## src/hw/reorder_pkg.sv

```systemverilog
// Shared widths and payload structs for the read reorder buffer.
// Modules that carry client requests or ordered replies import this package.

package reorder_pkg;

    // Width of a read address as issued by the client
    parameter int ADDR_BITS = 32;

    // Width of one read data word returned by memory
    parameter int DATA_BITS = 64;

    // Width of the client tag that rides along with each request
    parameter int META_BITS = 8;

    // A client read request, 40 bits in total.
    // The address goes to memory, while the tag stays in the buffer
    // and is handed back with the data
    typedef struct packed
    {
        logic [ADDR_BITS-1:0] addr;
        logic [META_BITS-1:0] meta;
    }
    rd_req_t;

    // An ordered reply to the client, 72 bits in total.
    // Data comes from the slot storage and meta from the tag storage,
    // both read for the same slot in the same cycle
    typedef struct packed
    {
        logic [DATA_BITS-1:0] data;
        logic [META_BITS-1:0] meta;
    }
    rd_rsp_t;

endpackage
```

## src/hw/read_reorder_top.sv

```systemverilog
// Top level of the read reorder buffer: the controller plus data and tag storage.
// Set N_ENTRIES and MIN_FREE_SLOTS here, they are passed down to every block.

`timescale 1ns/100ps

module read_reorder_top
    import reorder_pkg::*;
#(
    parameter int N_ENTRIES      = 16,
    parameter int MIN_FREE_SLOTS = 1
)
(
    input  logic                         clk,
    input  logic                         reset_n,

    // Client request
    input  logic                         req_valid,
    input  rd_req_t                      req,
    output logic                         not_full,

    // Memory request
    output logic                         mem_req_valid,
    output logic [ADDR_BITS-1:0]         mem_req_addr,
    output logic [$clog2(N_ENTRIES)-1:0] mem_req_idx,

    // Memory response, in any order
    input  logic                         mem_rsp_valid,
    input  logic [$clog2(N_ENTRIES)-1:0] mem_rsp_idx,
    input  logic [DATA_BITS-1:0]         mem_rsp_data,

    // Client reply, in request order
    output logic                         rsp_valid,
    output rd_rsp_t                      rsp
);

    localparam int IDX_BITS = $clog2(N_ENTRIES);

    // Tag write at allocation time
    logic                 meta_wen;
    logic [IDX_BITS-1:0]  meta_waddr;
    logic [META_BITS-1:0] meta_wdata;

    // Common read address and the two registered read words
    logic [IDX_BITS-1:0]  rd_addr;
    logic [DATA_BITS-1:0] data_rdata;
    logic [META_BITS-1:0] meta_rdata;

    rob_ctrl #(
        .N_ENTRIES      (N_ENTRIES),
        .MIN_FREE_SLOTS (MIN_FREE_SLOTS)
    ) ctrl (
        .clk            (clk),
        .reset_n        (reset_n),
        .req_valid      (req_valid),
        .req            (req),
        .not_full       (not_full),
        .mem_req_valid  (mem_req_valid),
        .mem_req_addr   (mem_req_addr),
        .mem_req_idx    (mem_req_idx),
        .mem_rsp_valid  (mem_rsp_valid),
        .mem_rsp_idx    (mem_rsp_idx),
        .meta_wen       (meta_wen),
        .meta_waddr     (meta_waddr),
        .meta_wdata     (meta_wdata),
        .rd_addr        (rd_addr),
        .data_rdata     (data_rdata),
        .meta_rdata     (meta_rdata),
        .rsp_valid      (rsp_valid),
        .rsp            (rsp)
    );

    // Memory writes its answer straight into the slot named by its index
    rob_dualport_ram #(
        .N_ENTRIES (N_ENTRIES),
        .WIDTH     (DATA_BITS)
    ) data_ram (
        .clk   (clk),
        .waddr (mem_rsp_idx),
        .wen   (mem_rsp_valid),
        .wdata (mem_rsp_data),
        .raddr (rd_addr),
        .rdata (data_rdata)
    );

    // Client tags, written when the slot is allocated
    rob_dualport_ram #(
        .N_ENTRIES (N_ENTRIES),
        .WIDTH     (META_BITS)
    ) meta_ram (
        .clk   (clk),
        .waddr (meta_waddr),
        .wen   (meta_wen),
        .wdata (meta_wdata),
        .raddr (rd_addr),
        .rdata (meta_rdata)
    );

endmodule

```

## src/hw/rob_ctrl.sv

```systemverilog
// Control for the read reorder buffer: slot allocation, arrival tracking and ordered drain.
// Sits between the client, memory and the two slot RAMs instantiated by the top level.

`timescale 1ns/100ps

module rob_ctrl
    import reorder_pkg::*;
#(
    parameter int N_ENTRIES      = 16,
    parameter int MIN_FREE_SLOTS = 1
)
(
    input  logic                         clk,
    input  logic                         reset_n,

    // Client request side, req_valid only while not_full is high
    input  logic                         req_valid,
    input  rd_req_t                      req,
    output logic                         not_full,

    // Request to memory, tagged with the slot index
    output logic                         mem_req_valid,
    output logic [ADDR_BITS-1:0]         mem_req_addr,
    output logic [$clog2(N_ENTRIES)-1:0] mem_req_idx,

    // Memory response, the data itself goes straight to the data RAM
    input  logic                         mem_rsp_valid,
    input  logic [$clog2(N_ENTRIES)-1:0] mem_rsp_idx,

    // Meta RAM write, done when the slot is allocated
    output logic                         meta_wen,
    output logic [$clog2(N_ENTRIES)-1:0] meta_waddr,
    output logic [META_BITS-1:0]         meta_wdata,

    // Shared read address for both RAMs and their registered read data
    output logic [$clog2(N_ENTRIES)-1:0] rd_addr,
    input  logic [DATA_BITS-1:0]         data_rdata,
    input  logic [META_BITS-1:0]         meta_rdata,

    // Ordered reply to the client
    output logic                         rsp_valid,
    output rd_rsp_t                      rsp
);

    localparam int IDX_BITS = $clog2(N_ENTRIES);

    // Pointers live in a space one bit wider than the slot index,
    // so a full ring and an empty ring look different after a wrap
    localparam int PTR_BITS = IDX_BITS + 1;

    // Occupancy at which the client is told to stop
    localparam logic [PTR_BITS-1:0] FULL_LEVEL = PTR_BITS'(N_ENTRIES - MIN_FREE_SLOTS);

    // Next slot to allocate and oldest slot not yet returned
    logic [PTR_BITS-1:0]  newest;
    logic [PTR_BITS-1:0]  oldest;

    // Oldest pointer as it will be after this cycle's dequeue
    logic [PTR_BITS-1:0]  oldest_next;

    // Number of allocated slots not yet dequeued
    logic [PTR_BITS-1:0]  occupancy;

    // One bit per slot, set when memory has answered for that slot
    logic [N_ENTRIES-1:0] arrived;

    // Registered: the oldest slot's data has arrived and is on the RAM outputs
    logic                 not_empty;

    // Dequeue strobe for the oldest slot
    logic                 deq;

    // Allocation side

    // Subtraction wraps correctly thanks to the extra pointer bit
    assign occupancy = newest - oldest;

    // Built from registered pointers only, so it follows an allocation
    // or a dequeue by one cycle
    assign not_full = (occupancy < FULL_LEVEL);

    // The tag is stored at the newest slot in the cycle it is allocated
    assign meta_wen   = req_valid;
    assign meta_waddr = newest[IDX_BITS-1:0];
    assign meta_wdata = req.meta;

    always_ff @(posedge clk)
    begin
        if (!reset_n)
        begin
            newest <= '0;
        end
        else if (req_valid)
        begin
            newest <= newest + PTR_BITS'(1);
        end
    end

    // Memory request register, valid exactly one cycle after req_valid
    always_ff @(posedge clk)
    begin
        if (!reset_n)
        begin
            mem_req_valid <= 1'b0;
        end
        else
        begin
            mem_req_valid <= req_valid;
        end
    end

    // Payload of the memory request, held between requests
    always_ff @(posedge clk)
    begin
        if (req_valid)
        begin
            mem_req_addr <= req.addr;
            mem_req_idx  <= newest[IDX_BITS-1:0];
        end
    end

    // Drain side

    // Drain is automatic, the oldest slot leaves as soon as it is ready
    assign deq = not_empty;

    assign oldest_next = oldest + PTR_BITS'(deq);

    // Both RAMs look ahead at the slot that will be oldest next cycle,
    // so their read data lines up with not_empty
    assign rd_addr = oldest_next[IDX_BITS-1:0];

    always_ff @(posedge clk)
    begin
        if (!reset_n)
        begin
            oldest <= '0;
        end
        else
        begin
            oldest <= oldest_next;
        end
    end

    // Arrival bits.
    // A dequeued slot is cleared, and a memory answer marks its slot.
    // The two never hit the same slot since memory answers each index
    // once before it is issued again
    always_ff @(posedge clk)
    begin
        if (!reset_n)
        begin
            arrived <= '0;
        end
        else
        begin
            if (deq)
            begin
                arrived[oldest[IDX_BITS-1:0]] <= 1'b0;
            end

            if (mem_rsp_valid)
            begin
                arrived[mem_rsp_idx] <= 1'b1;
            end
        end
    end

    // Sampled at the same edge as the RAM read, so a bit set at this
    // edge is seen one cycle later together with the new RAM data
    always_ff @(posedge clk)
    begin
        if (!reset_n)
        begin
            not_empty <= 1'b0;
        end
        else
        begin
            not_empty <= arrived[oldest_next[IDX_BITS-1:0]];
        end
    end

    // Client reply register, one cycle after the dequeue
    always_ff @(posedge clk)
    begin
        if (!reset_n)
        begin
            rsp_valid <= 1'b0;
        end
        else
        begin
            rsp_valid <= deq;
        end
    end

    // Reply payload is taken from the RAM outputs of the dequeued slot
    always_ff @(posedge clk)
    begin
        if (deq)
        begin
            rsp.data <= data_rdata;
            rsp.meta <= meta_rdata;
        end
    end

endmodule

```

## src/hw/rob_dualport_ram.sv

```systemverilog
// Simple dual-port storage array with one write port and one registered read port.
// Used by the reorder buffer for both the read data and the client tags.

`timescale 1ns/100ps

module rob_dualport_ram
#(
    parameter int N_ENTRIES = 16,
    parameter int WIDTH     = 64
)
(
    input  logic                         clk,

    // Write port, one word per cycle when wen is high
    input  logic [$clog2(N_ENTRIES)-1:0] waddr,
    input  logic                         wen,
    input  logic [WIDTH-1:0]             wdata,

    // Read port, data appears one cycle after the address
    input  logic [$clog2(N_ENTRIES)-1:0] raddr,
    output logic [WIDTH-1:0]             rdata
);

    // The array itself, one word per slot
    logic [WIDTH-1:0] mem [N_ENTRIES];

    // Synchronous write
    always_ff @(posedge clk)
    begin
        if (wen)
        begin
            mem[waddr] <= wdata;
        end
    end

    // Registered read.
    // A read and a write to the same address in one cycle return the old word,
    // and the caller's arrival tracking lags by the same cycle to match
    always_ff @(posedge clk)
    begin
        rdata <= mem[raddr];
    end

endmodule

```

## config.mk

```make
export PLATFORM = sky130hd
export DESIGN_NAME = read_reorder_top
export DESIGN_NICKNAME = d
export VERILOG_FILES = /design/src/hw/reorder_pkg.sv /design/src/hw/read_reorder_top.sv /design/src/hw/rob_ctrl.sv /design/src/hw/rob_dualport_ram.sv
export SDC_FILE = /design/constraint.sdc
export NUM_CORES = 1
export LEC_CHECK = 0
export BUFFER_PORTS_ARGS = -buffer_cell sky130_fd_sc_hd__buf_2
export CAP_MARGIN = 15
export CORE_MARGIN = 2
export CORE_UTILIZATION = 49
export DETAILED_ROUTE_END_ITERATION = 8
export GPL_ROUTABILITY_DRIVEN = 1
export GPL_TIMING_DRIVEN = 0
export PLACE_DENSITY_LB_ADDON = 0.2
export RECOVER_POWER = 50
export REMOVE_ABC_BUFFERS = 1
export SLEW_MARGIN = 20
export SYNTH_ARGS = -nofsm -noshare
export SYNTH_HDL_FRONTEND = slang
export SYNTH_SLANG_ARGS = --single-unit
```

## constraint.sdc

```tcl
create_clock -name clk -period 11.15 [get_ports clk]
set_input_delay 2.23 -clock clk [delete_from_list [all_inputs] [get_ports clk]]
set_output_delay 2.23 -clock clk [all_outputs]
set_load 0.1 [all_outputs]
```

==> results.cfg, run 1 <==
[critical_path]
cp_max_fo = 33
critPathKind = register to register
required_ns = 11.76
critPathArrivalTime_ns = 7.94
cp-start-kind = register
worstSetupEndpointType = register

[yosys]
synth_commonest_cells = 1260 x edfxtp_1, 364 x mux4_2, 101 x dfxtp_1
yosys.area.top_type = edfxtp_1
synth_area_per_cell_um2 = 25.3
synth-edff-count = 1260
synth.distinct_cells = 38
syn-cell-area_um2 = 49600
yosysSeqAreaShare_pct = 80.4
ys_warn_count = 0
syn_inst = 1959
async_flop_share_pct = 0
synth-seq-cells = 1361
synth.most_common_cell = edfxtp_1
ys.flop_type = edfxtp_1
synth.area.top_cells = edfxtp_1 76%, mux4_2 17%, dfxtp_1 4.1%
synth_top_area_share_pct = 76.3

[placed_design]
hpwl_um = 69200
place_area_um2 = 54200
port_buffers = 222
place_inst = 3577
gp_congestion = 0.729

[routing]
drt_wl_total_um = 106000
antenna_left = 0
drt_iter0_drc = 1862
dr.pass1.iters = 5
vias = 22148
wl_per_cell_um = 27.5
drc_errors = 0
viasPerCell = 5.77

[global_routing]
antenna_found_initial = 16
grt_max_degree = 50
grt_pass1_vias = 23506
grtUsageTotal_pct = 21.0
grt.overflow.total = 0
grt_pass1_wl_um = 156000

[clocking]
root_buffer = clkbuf_16
cts_tree = built
post-cts-setup-buffers = 0
cts_max_path_buffers = 3
cts_buffers = 139
htree_levels = 4
post_cts_resized = 0
postCtsHoldBufs = 0
clk_pin_slew_ns = 0.06
insertion_delay_ns = 0.75
clock-sinks = 1361

[finish]
final_util_pct = 58.3
final-seq-area_um2 = 39900
multiInputGateArea_um2 = 9240
nets = 2543
fillers = 7095
drive_above_1_share_pct = 35.6
layout.cells.non_filler = 3839
fin_area_um2 = 58400
syn_to_final_growth_pct = 17.9

[flow_run]
drv_cap = 5

[die]
fp.dieH_um = 322
initial_core_util_pct = 49.5
die_w_um = 322
rows = 116
die-area_um2 = 104000
core_region_area_um2 = 100000
io_pins = 223

[sta]
period_needed_ns = 7.33
setup_violations = 0
max_freq_mhz = 136
hold_viol_final = 0
finalCritPeriodShare_pct = 65.8
worst-slew-pin-transition_ns = 2.77
whs_ns = 0.400
maxSlewViolCount = 163
slew_headroom_pct = -84.6
clock_skew_ns = 0.0268
grt_setup_unrepaired = false
setup-tns-final_ns = 0

[min_path]
hold_path.class = register to register

[power_and_ir_drop]
power.internal_mw = 8.38
power_frac_clock_pct = 42.3
pwr-share-seq_pct = 54.3
leakage_nw = 18.7
power.share.switching_pct = 20.5
pwr_density_cell_nw_per_um2 = 180
p_sw_mw = 2.16
vdd.ir_drop.worst_mv = 0.152
p_comb_share_pct = 3.5

[status]
violations = max-capacitance violations, max-slew violations
outcome = finished with violations
-- cells by family (layout without fill, tap and decap cells) --
logic type / count (synthesis) / after routing / synth area share (%)
flops: 1361 / 1361 / 80.4
other cells: 0 / 8 / 0
compound gates: 38 / 38 / 0.545
mux: 367 / 367 / 16.6
simple gates: 74 / 74 / 0.861
buf+inv: 98 / 672 / 1.10
xor+xnor: 10 / 10 / 0.177
fa+ha+maj: 11 / 11 / 0.293
-- metal layers --
metal  vias up  part of all wire [%]  global-route usage [%]
met3       153                   5.9                    4.14
met4        10                   1.8                    5.99
li1       9326                     -                       -
met1     11990                    41                    28.2
met5         -                 0.058                       0
met2       669                    52                    35.1
-- sequential cells by signal (all words and copies together) (netlist names) --
signal	flops
data_ram.mem	1024
ctrl.arrived	16
ctrl.newest	5
ctrl.mem_req_valid	1
meta_ram.rdata	8
ctrl.rsp	72
ctrl.oldest	5
ctrl.rsp_valid	1
ctrl.deq	1
ctrl.mem_req_idx	4
data_ram.rdata	64
meta_ram.mem	128
ctrl.mem_req_addr	32
-- stage by stage --
step	worst slack (ns)	total power [mW]
CTS	5.87	10.6
detailed placement	6.18	6.19
floorplan	-3.01	6.06
global route	3.19	10.9
global placement	-10.50	6.21
finish	3.82	10.5
-- area by class of cell --
cell class	count	share of cell area, %
Timing Repair Buffer	409	5.51
Sequential cell	1361	68.2
Clock buffer	209	6.74
Inverter	9	0.0750
Antenna cell	8	0.0343
Multi-Input combinational cell	500	15.8
Tap cell	1298	2.78
Clock inverter	45	0.803
-- layout by cell type, fill, tap and decap left out, types with 7 or more instances in the layout --
cell type     n
buf_6        44
clkinv_2     12
clkinv_8      8
clkbuf_8     11
buf_16       23
mux4_2      364
clkbuf_1    131
buf_12       17
buf_4        71
inv_1         7
clkbuf_16   143
buf_2       174
ha_1         10
o21a_1       27
diode_2       8
edfxtp_1   1260
dfxtp_1     101
nand2_1       9
and2_1       24
xnor2_1       9
clkinv_1     13
-- critical path, cell delays in order, from the launching register on --
cell,delay (ns)
dfxtp_1,1.19
clkbuf_1,2.03
ha_1,1.94
buf_16,0.33
buf_16,0.28
buf_12,0.27
mux4_2,0.56
mux4_2,0.49
-- power groups by stage --
stage                     sequential [mW]  clock, mW  combinational [mW]
final                                5.72       4.45               0.363
after global routing                 5.72       4.75               0.386
after CTS                            5.71       4.54               0.373
after detailed placement             5.82          0               0.373
after global placement               5.83          0               0.377
after floorplan                      5.91          0               0.153
-- final timing paths --
path                       from                 end  slack, ns  depth (start not counted)
min reg2reg  data_ram.rdata[12]        ctrl.rsp[20]       0.40                          0
max                    ctrl.deq  data_ram.rdata[12]       3.82                          7
max reg2reg            ctrl.deq  data_ram.rdata[12]       3.82                          7
min          data_ram.rdata[12]        ctrl.rsp[20]       0.40                          0
Power figures use the tool's default switching activity.
==> run 2: changes to the inputs <==
==> constraint.sdc (replaced) <==
create_clock -name clk -period 6.4 [get_ports clk]
set_input_delay 1.28 -clock clk [delete_from_list [all_inputs] [get_ports clk]]
set_output_delay 1.28 -clock clk [all_outputs]
set_load 0.1 [all_outputs]
==> results.cfg, run 2 (synthesized netlist as in run 1, its figures left out) <==
[routing]
drt_iter0_drc = 1956
vias = 22096
viasPerCell = 5.76
drc_errors = 0
dr.pass1.iters = 5
drt_wl_total_um = 106000
antenna_left = 0
wl_per_cell_um = 27.5

[critical_path]
r2r-end = data_ram.rdata[12]
crit_chain = buf_16 -> ha_4 -> buf_16 -> buf_16 -> buf_12 -> mux4_2 -> mux4_2
required_ns = 7.01
r2r_cells = 7
cp_max_fo = 33
reg2reg_from = ctrl.deq
critPathMaxStageDelay_ns = 1.26
cpMaxStageDelayCell = dfxtp_1
crit_end = data_ram.rdata[12]
cpMostUsedCell = buf_16
r2r_slack_ns = 1.96
critPathKind = register to register
crit_start = ctrl.deq
worstSetupEndpointType = register
cp-start-kind = register
critPathArrivalTime_ns = 5.05

[finish]
reg_top3 = data_ram.mem: 1024 flops, meta_ram.mem: 128 flops, ctrl.rsp: 72 flops
layout.cells.non_filler = 3839
nets = 2543
final_util_pct = 58.4
layout_common_cells = 1260 x edfxtp_1, 364 x mux4_2, 174 x buf_2, 143 x clkbuf_16, 130 x clkbuf_1
final_common_cell = edfxtp_1
largest_register_ffs = 1024
drive_above_1_share_pct = 35.8
syn_to_final_growth_pct = 18.0
regMostFlops = data_ram.mem

[clocking]
clock-sinks = 1361
cts_tree = built
root_buffer = clkbuf_16
insertion_delay_ns = 0.75
post_cts_resized = 0
post-cts-setup-buffers = 0
htree_levels = 4
cts_buffers = 139
cts_max_path_buffers = 3
postCtsHoldBufs = 0
clk_pin_slew_ns = 0.06

[placed_design]
gp_congestion = 0.729
dpl_worst_slack_ns = 2.38
port_buffers = 222
place_inst = 3577
hpwl_um = 69200

[die]
initial_core_util_pct = 49.5
die-area_um2 = 104000
io_pins = 223
rows = 116
die_w_um = 322
core_region_area_um2 = 100000
fp.dieH_um = 322

[global_routing]
grt_max_degree = 50
grt.overflow.total = 0
grt_pass1_vias = 23506
grtUsageTotal_pct = 21.0
grt_pass1_wl_um = 156000
antenna_found_initial = 16

[sta]
worst-slew-pin-transition_ns = 2.25
period_needed_ns = 4.44
slew_headroom_pct = -50.2
maxSlewViolCount = 69
hold_viol_final = 0
setup_violations = 0
clock_skew_ns = 0.0253
grt_setup_unrepaired = false
finalCritPeriodShare_pct = 69.3
max_freq_mhz = 225
setup_ws_ns = 1.96

[power_and_ir_drop]
vdd.ir_drop.worst_mv = 0.266
pwr_density_cell_nw_per_um2 = 314
finalPower_mw = 18.4
leakage_nw = 18.7

[status]
violations = max-capacitance violations, max-slew violations
outcome = finished with violations

[flow_run]
drv_cap = 2

[min_path]
hold_path.class = register to register
worstHoldStart = data_ram.rdata[12]
[run 2: changes by cell type in the layout (fill, tap and decap cells not counted)]
cell and change:
ha_4 +2, buf_16 +1, and2_0 -1, xnor2_1 -2, clkbuf_1 -1, xnor2_2 +2
ha_1 -2, and2_1 +1
[run 2: cell type report]
| cell class | count | area (um2) |
|---|---|---|
| flip-flops and latches | 1361 | 39900 |
| clock buffers | 209 | 3940 |
| repair buffers | 409 | 3240 |
| clock inverters | 45 | 469 |
| fillers | 7086 | 41700 |
| diodes | 8 | 20.0 |
| inverters | 9 | 43.8 |
| well taps | 1298 | 1620 |
| multi-input cells | 500 | 9280 |
[run 2: critical path, delay by kind of cell, from the launching register on]
| family | cells | cell delay [ns] |
|---|---|---|
| adder cells (fa/ha/maj) | 1 | 0.66 |
| buffers and inverters | 4 | 1.24 |
| flip-flops | 1 | 1.26 |
| multiplexers | 2 | 1.05 |
[run 2: worst min path at each step]
stage | end | slack [ns] | depth (start not counted)
after floorplan | ctrl.rsp[0] | 0.39 | 0
after global placement | ctrl.rsp[1] | 0.39 | 0
after detailed placement | ctrl.rsp[51] | 0.39 | 0
after CTS | ctrl.rsp[10] | 0.40 | 0
after global routing | ctrl.rsp[31] | 0.41 | 0
final | ctrl.rsp[20] | 0.40 | 0
[run 2: routing by layer]
layer / vias up / part of all wire [%] / global-route usage, %
met5: - / 0.058 / 0
met4: 10 / 1.9 / 5.99
met3: 152 / 5.7 / 4.14
met2: 630 / 52 / 35.1
met1: 11973 / 41 / 28.2
li1: 9331 / - / -
[run 2: metrics by stage]
stage	cell area, um2	TNS, ns	hold WS [ns]
2_1_floorplan	49100	-943.45	0.386
3_3_place_gp	51800	-7029.72	0.387
3_5_place_dp	54200	0	0.389
4_1_cts	58600	0	0.399
5_1_grt	58500	0	0.406
6_report	58500	0	0.400
[run 2: power breakdown]
group          internal [mW]  switching, mW
logic                  0.203          0.431
clock network           4.48           3.28
registers               9.91         0.0493
==> run 3: changes to the inputs <==
==> constraint.sdc (replaced) <==
create_clock -name clk -period 3.6 [get_ports clk]
set_input_delay 0.72 -clock clk [delete_from_list [all_inputs] [get_ports clk]]
set_output_delay 0.72 -clock clk [all_outputs]
set_load 0.1 [all_outputs]
==> results.cfg, run 3 (synthesized netlist as in run 1, its figures left out) <==
[status]
outcome = finished with violations
violations = max-capacitance violations, max-slew violations

[critical_path]
critPathMaxStageDelay_ns = 0.39
r2r_cells = 10
cpMaxStageDelayCell = fa_1
path_buf_inv = 3
required_ns = 2.88
crit_chain = inv_2 -> ha_1 -> inv_1 -> fa_1 -> a21o_1 -> a21oi_2 -> xnor2_1 -> a31oi_1 -> buf_6
cp-start-kind = register
worstSetupEndpointType = output pin
cpLargestDelayFamily = compound AO/OA/AOI/OAI gates
cp.depth = 9
critPathArrivalTime_ns = 2.74
critPathKind = register to output pin
cp_max_fo = 6

[sta]
grt_setup_unrepaired = false
finalCritPeriodShare_pct = 96.0
whs_ns = 0.148
setup_violations = 0
max_freq_mhz = 289
maxSlewViolCount = 46
clock_skew_ns = 0.0272
slew_headroom_pct = -52.1
setup-tns-final_ns = 0
worst-slew-pin-transition_ns = 2.28
hold_viol_final = 0
period_needed_ns = 3.46

[global_routing]
grt_max_degree = 50
grt_pass1_vias = 23591
grtUsageTotal_pct = 21.1
antenna_found_initial = 17
grt.overflow.total = 0
grt_pass1_wl_um = 157000

[clocking]
htree_levels = 4
cts_buffers = 139
cts_tree = built
insertion_delay_ns = 0.75
postCtsHoldBufs = 0
root_buffer = clkbuf_16
cts_max_path_buffers = 3
clock-sinks = 1361
clk_pin_slew_ns = 0.06

[die]
io_pins = 223
die_w_um = 322
initial_core_util_pct = 49.5
core_region_area_um2 = 100000
rows = 116
die-area_um2 = 104000
fp.dieH_um = 322

[routing]
drc_errors = 0
viasPerCell = 5.76
drt_iter0_drc = 1943
drt_wl_total_um = 106000
wl_per_cell_um = 27.6
vias = 22167
antenna_left = 0
dr.pass1.iters = 5

[finish]
regMostFlops = data_ram.mem
multiInputGateArea_um2 = 9260
layout_common_cells = 1260 x edfxtp_1, 364 x mux4_2, 168 x buf_2, 143 x clkbuf_16, 134 x clkbuf_1
final-seq-area_um2 = 39900
nets = 2550
final_common_cell = edfxtp_1
largest_register_ffs = 1024
reg_top3 = data_ram.mem: 1024 flops, meta_ram.mem: 128 flops, ctrl.rsp: 72 flops
fillers = 7075
syn_to_final_growth_pct = 18.2
drive_above_1_share_pct = 35.9

[placed_design]
gp_congestion = 0.729
hpwl_um = 69200
port_buffers = 222

[flow_run]
drv_cap = 1

[power_and_ir_drop]
vdd.ir_drop.worst_mv = 0.474
pwr_density_cell_nw_per_um2 = 557
leakage_nw = 18.7

[min_path]
holdPathStages = 1
hold_path.class = input pin to register
==> run 3: cell types whose count changed in the layout (fill, tap and decap cells not counted), sizes merged <==
cell	before	now
clkbuf	284	288
buf	334	337
diode	8	10
==> run 3: final timing paths <==
check                                        start                    to  slack (ns)
worst max-delay path                ctrl.newest[0]              not_full        0.14
worst min-delay path                        req[9]  ctrl.mem_req_addr[1]        0.15
worst max register to register            ctrl.deq    data_ram.rdata[63]        0.32
worst min register to register  data_ram.rdata[12]          ctrl.rsp[20]        0.40
==> run 3: where the power goes <==
group	leakage, nW	switching, mW	total (mW)	internal, mW
Combinational	4.35	0.766	1.13	0.364
Clock	2.13	5.83	13.8	7.96
Sequential	12.3	0.0882	17.7	17.6
==> run 3: cell type report <==
cell class	instances	area share (%)
Timing Repair Buffer	416	5.71
Antenna cell	10	0.0427
Sequential cell	1361	68.1
Clock buffer	209	6.72
Multi-Input combinational cell	500	15.8
Clock inverter	45	0.801
Tap cell	1298	2.77
Inverter	9	0.0748
==> run 3: worst reg2reg max path, cell delays in order, from the launching register on <==
cell	delay (ns)
dfxtp_4	0.61
buf_16	0.32
ha_4	0.21
nand3_1	0.12
xnor2_2	0.62
buf_6	0.26
buf_6	0.17
buf_8	0.16
buf_6	0.16
buf_6	0.19
mux4_2	0.33
==> run 3: repair_timing <==
action	in CTS	in global routing
setup buffers	5	2
hold endpoints to repair	0	0
resized for setup	4	3
pin swaps	2	1
endpoints found under the setup margin	33	3
==> run 3: layer usage <==
layer  vias to the layer above  track usage (%)  wire [um]
met4                        10             6.37       2040
met5                         -                0         61
met3                       154             4.14       6350
li1                       9345                -          -
met1                     11987             28.3      43000
met2                       671             35.2      54800
==> run 3: metrics by stage <==
step	utilization [%]	setup slack, ns	power [mW]	cells	cell area, um2
2_1_floorplan	-	-10.56	18.8	1870	49100
3_3_place_gp	51.7	-18.05	19.2	3390	51800
3_5_place_dp	54.1	-0.301	19.2	3577	54200
4_1_cts	58.6	0.0260	32.9	3836	58600
5_1_grt	58.5	0.00740	33.6	3847	58600
6_report	58.5	0.144	32.6	3848	58600
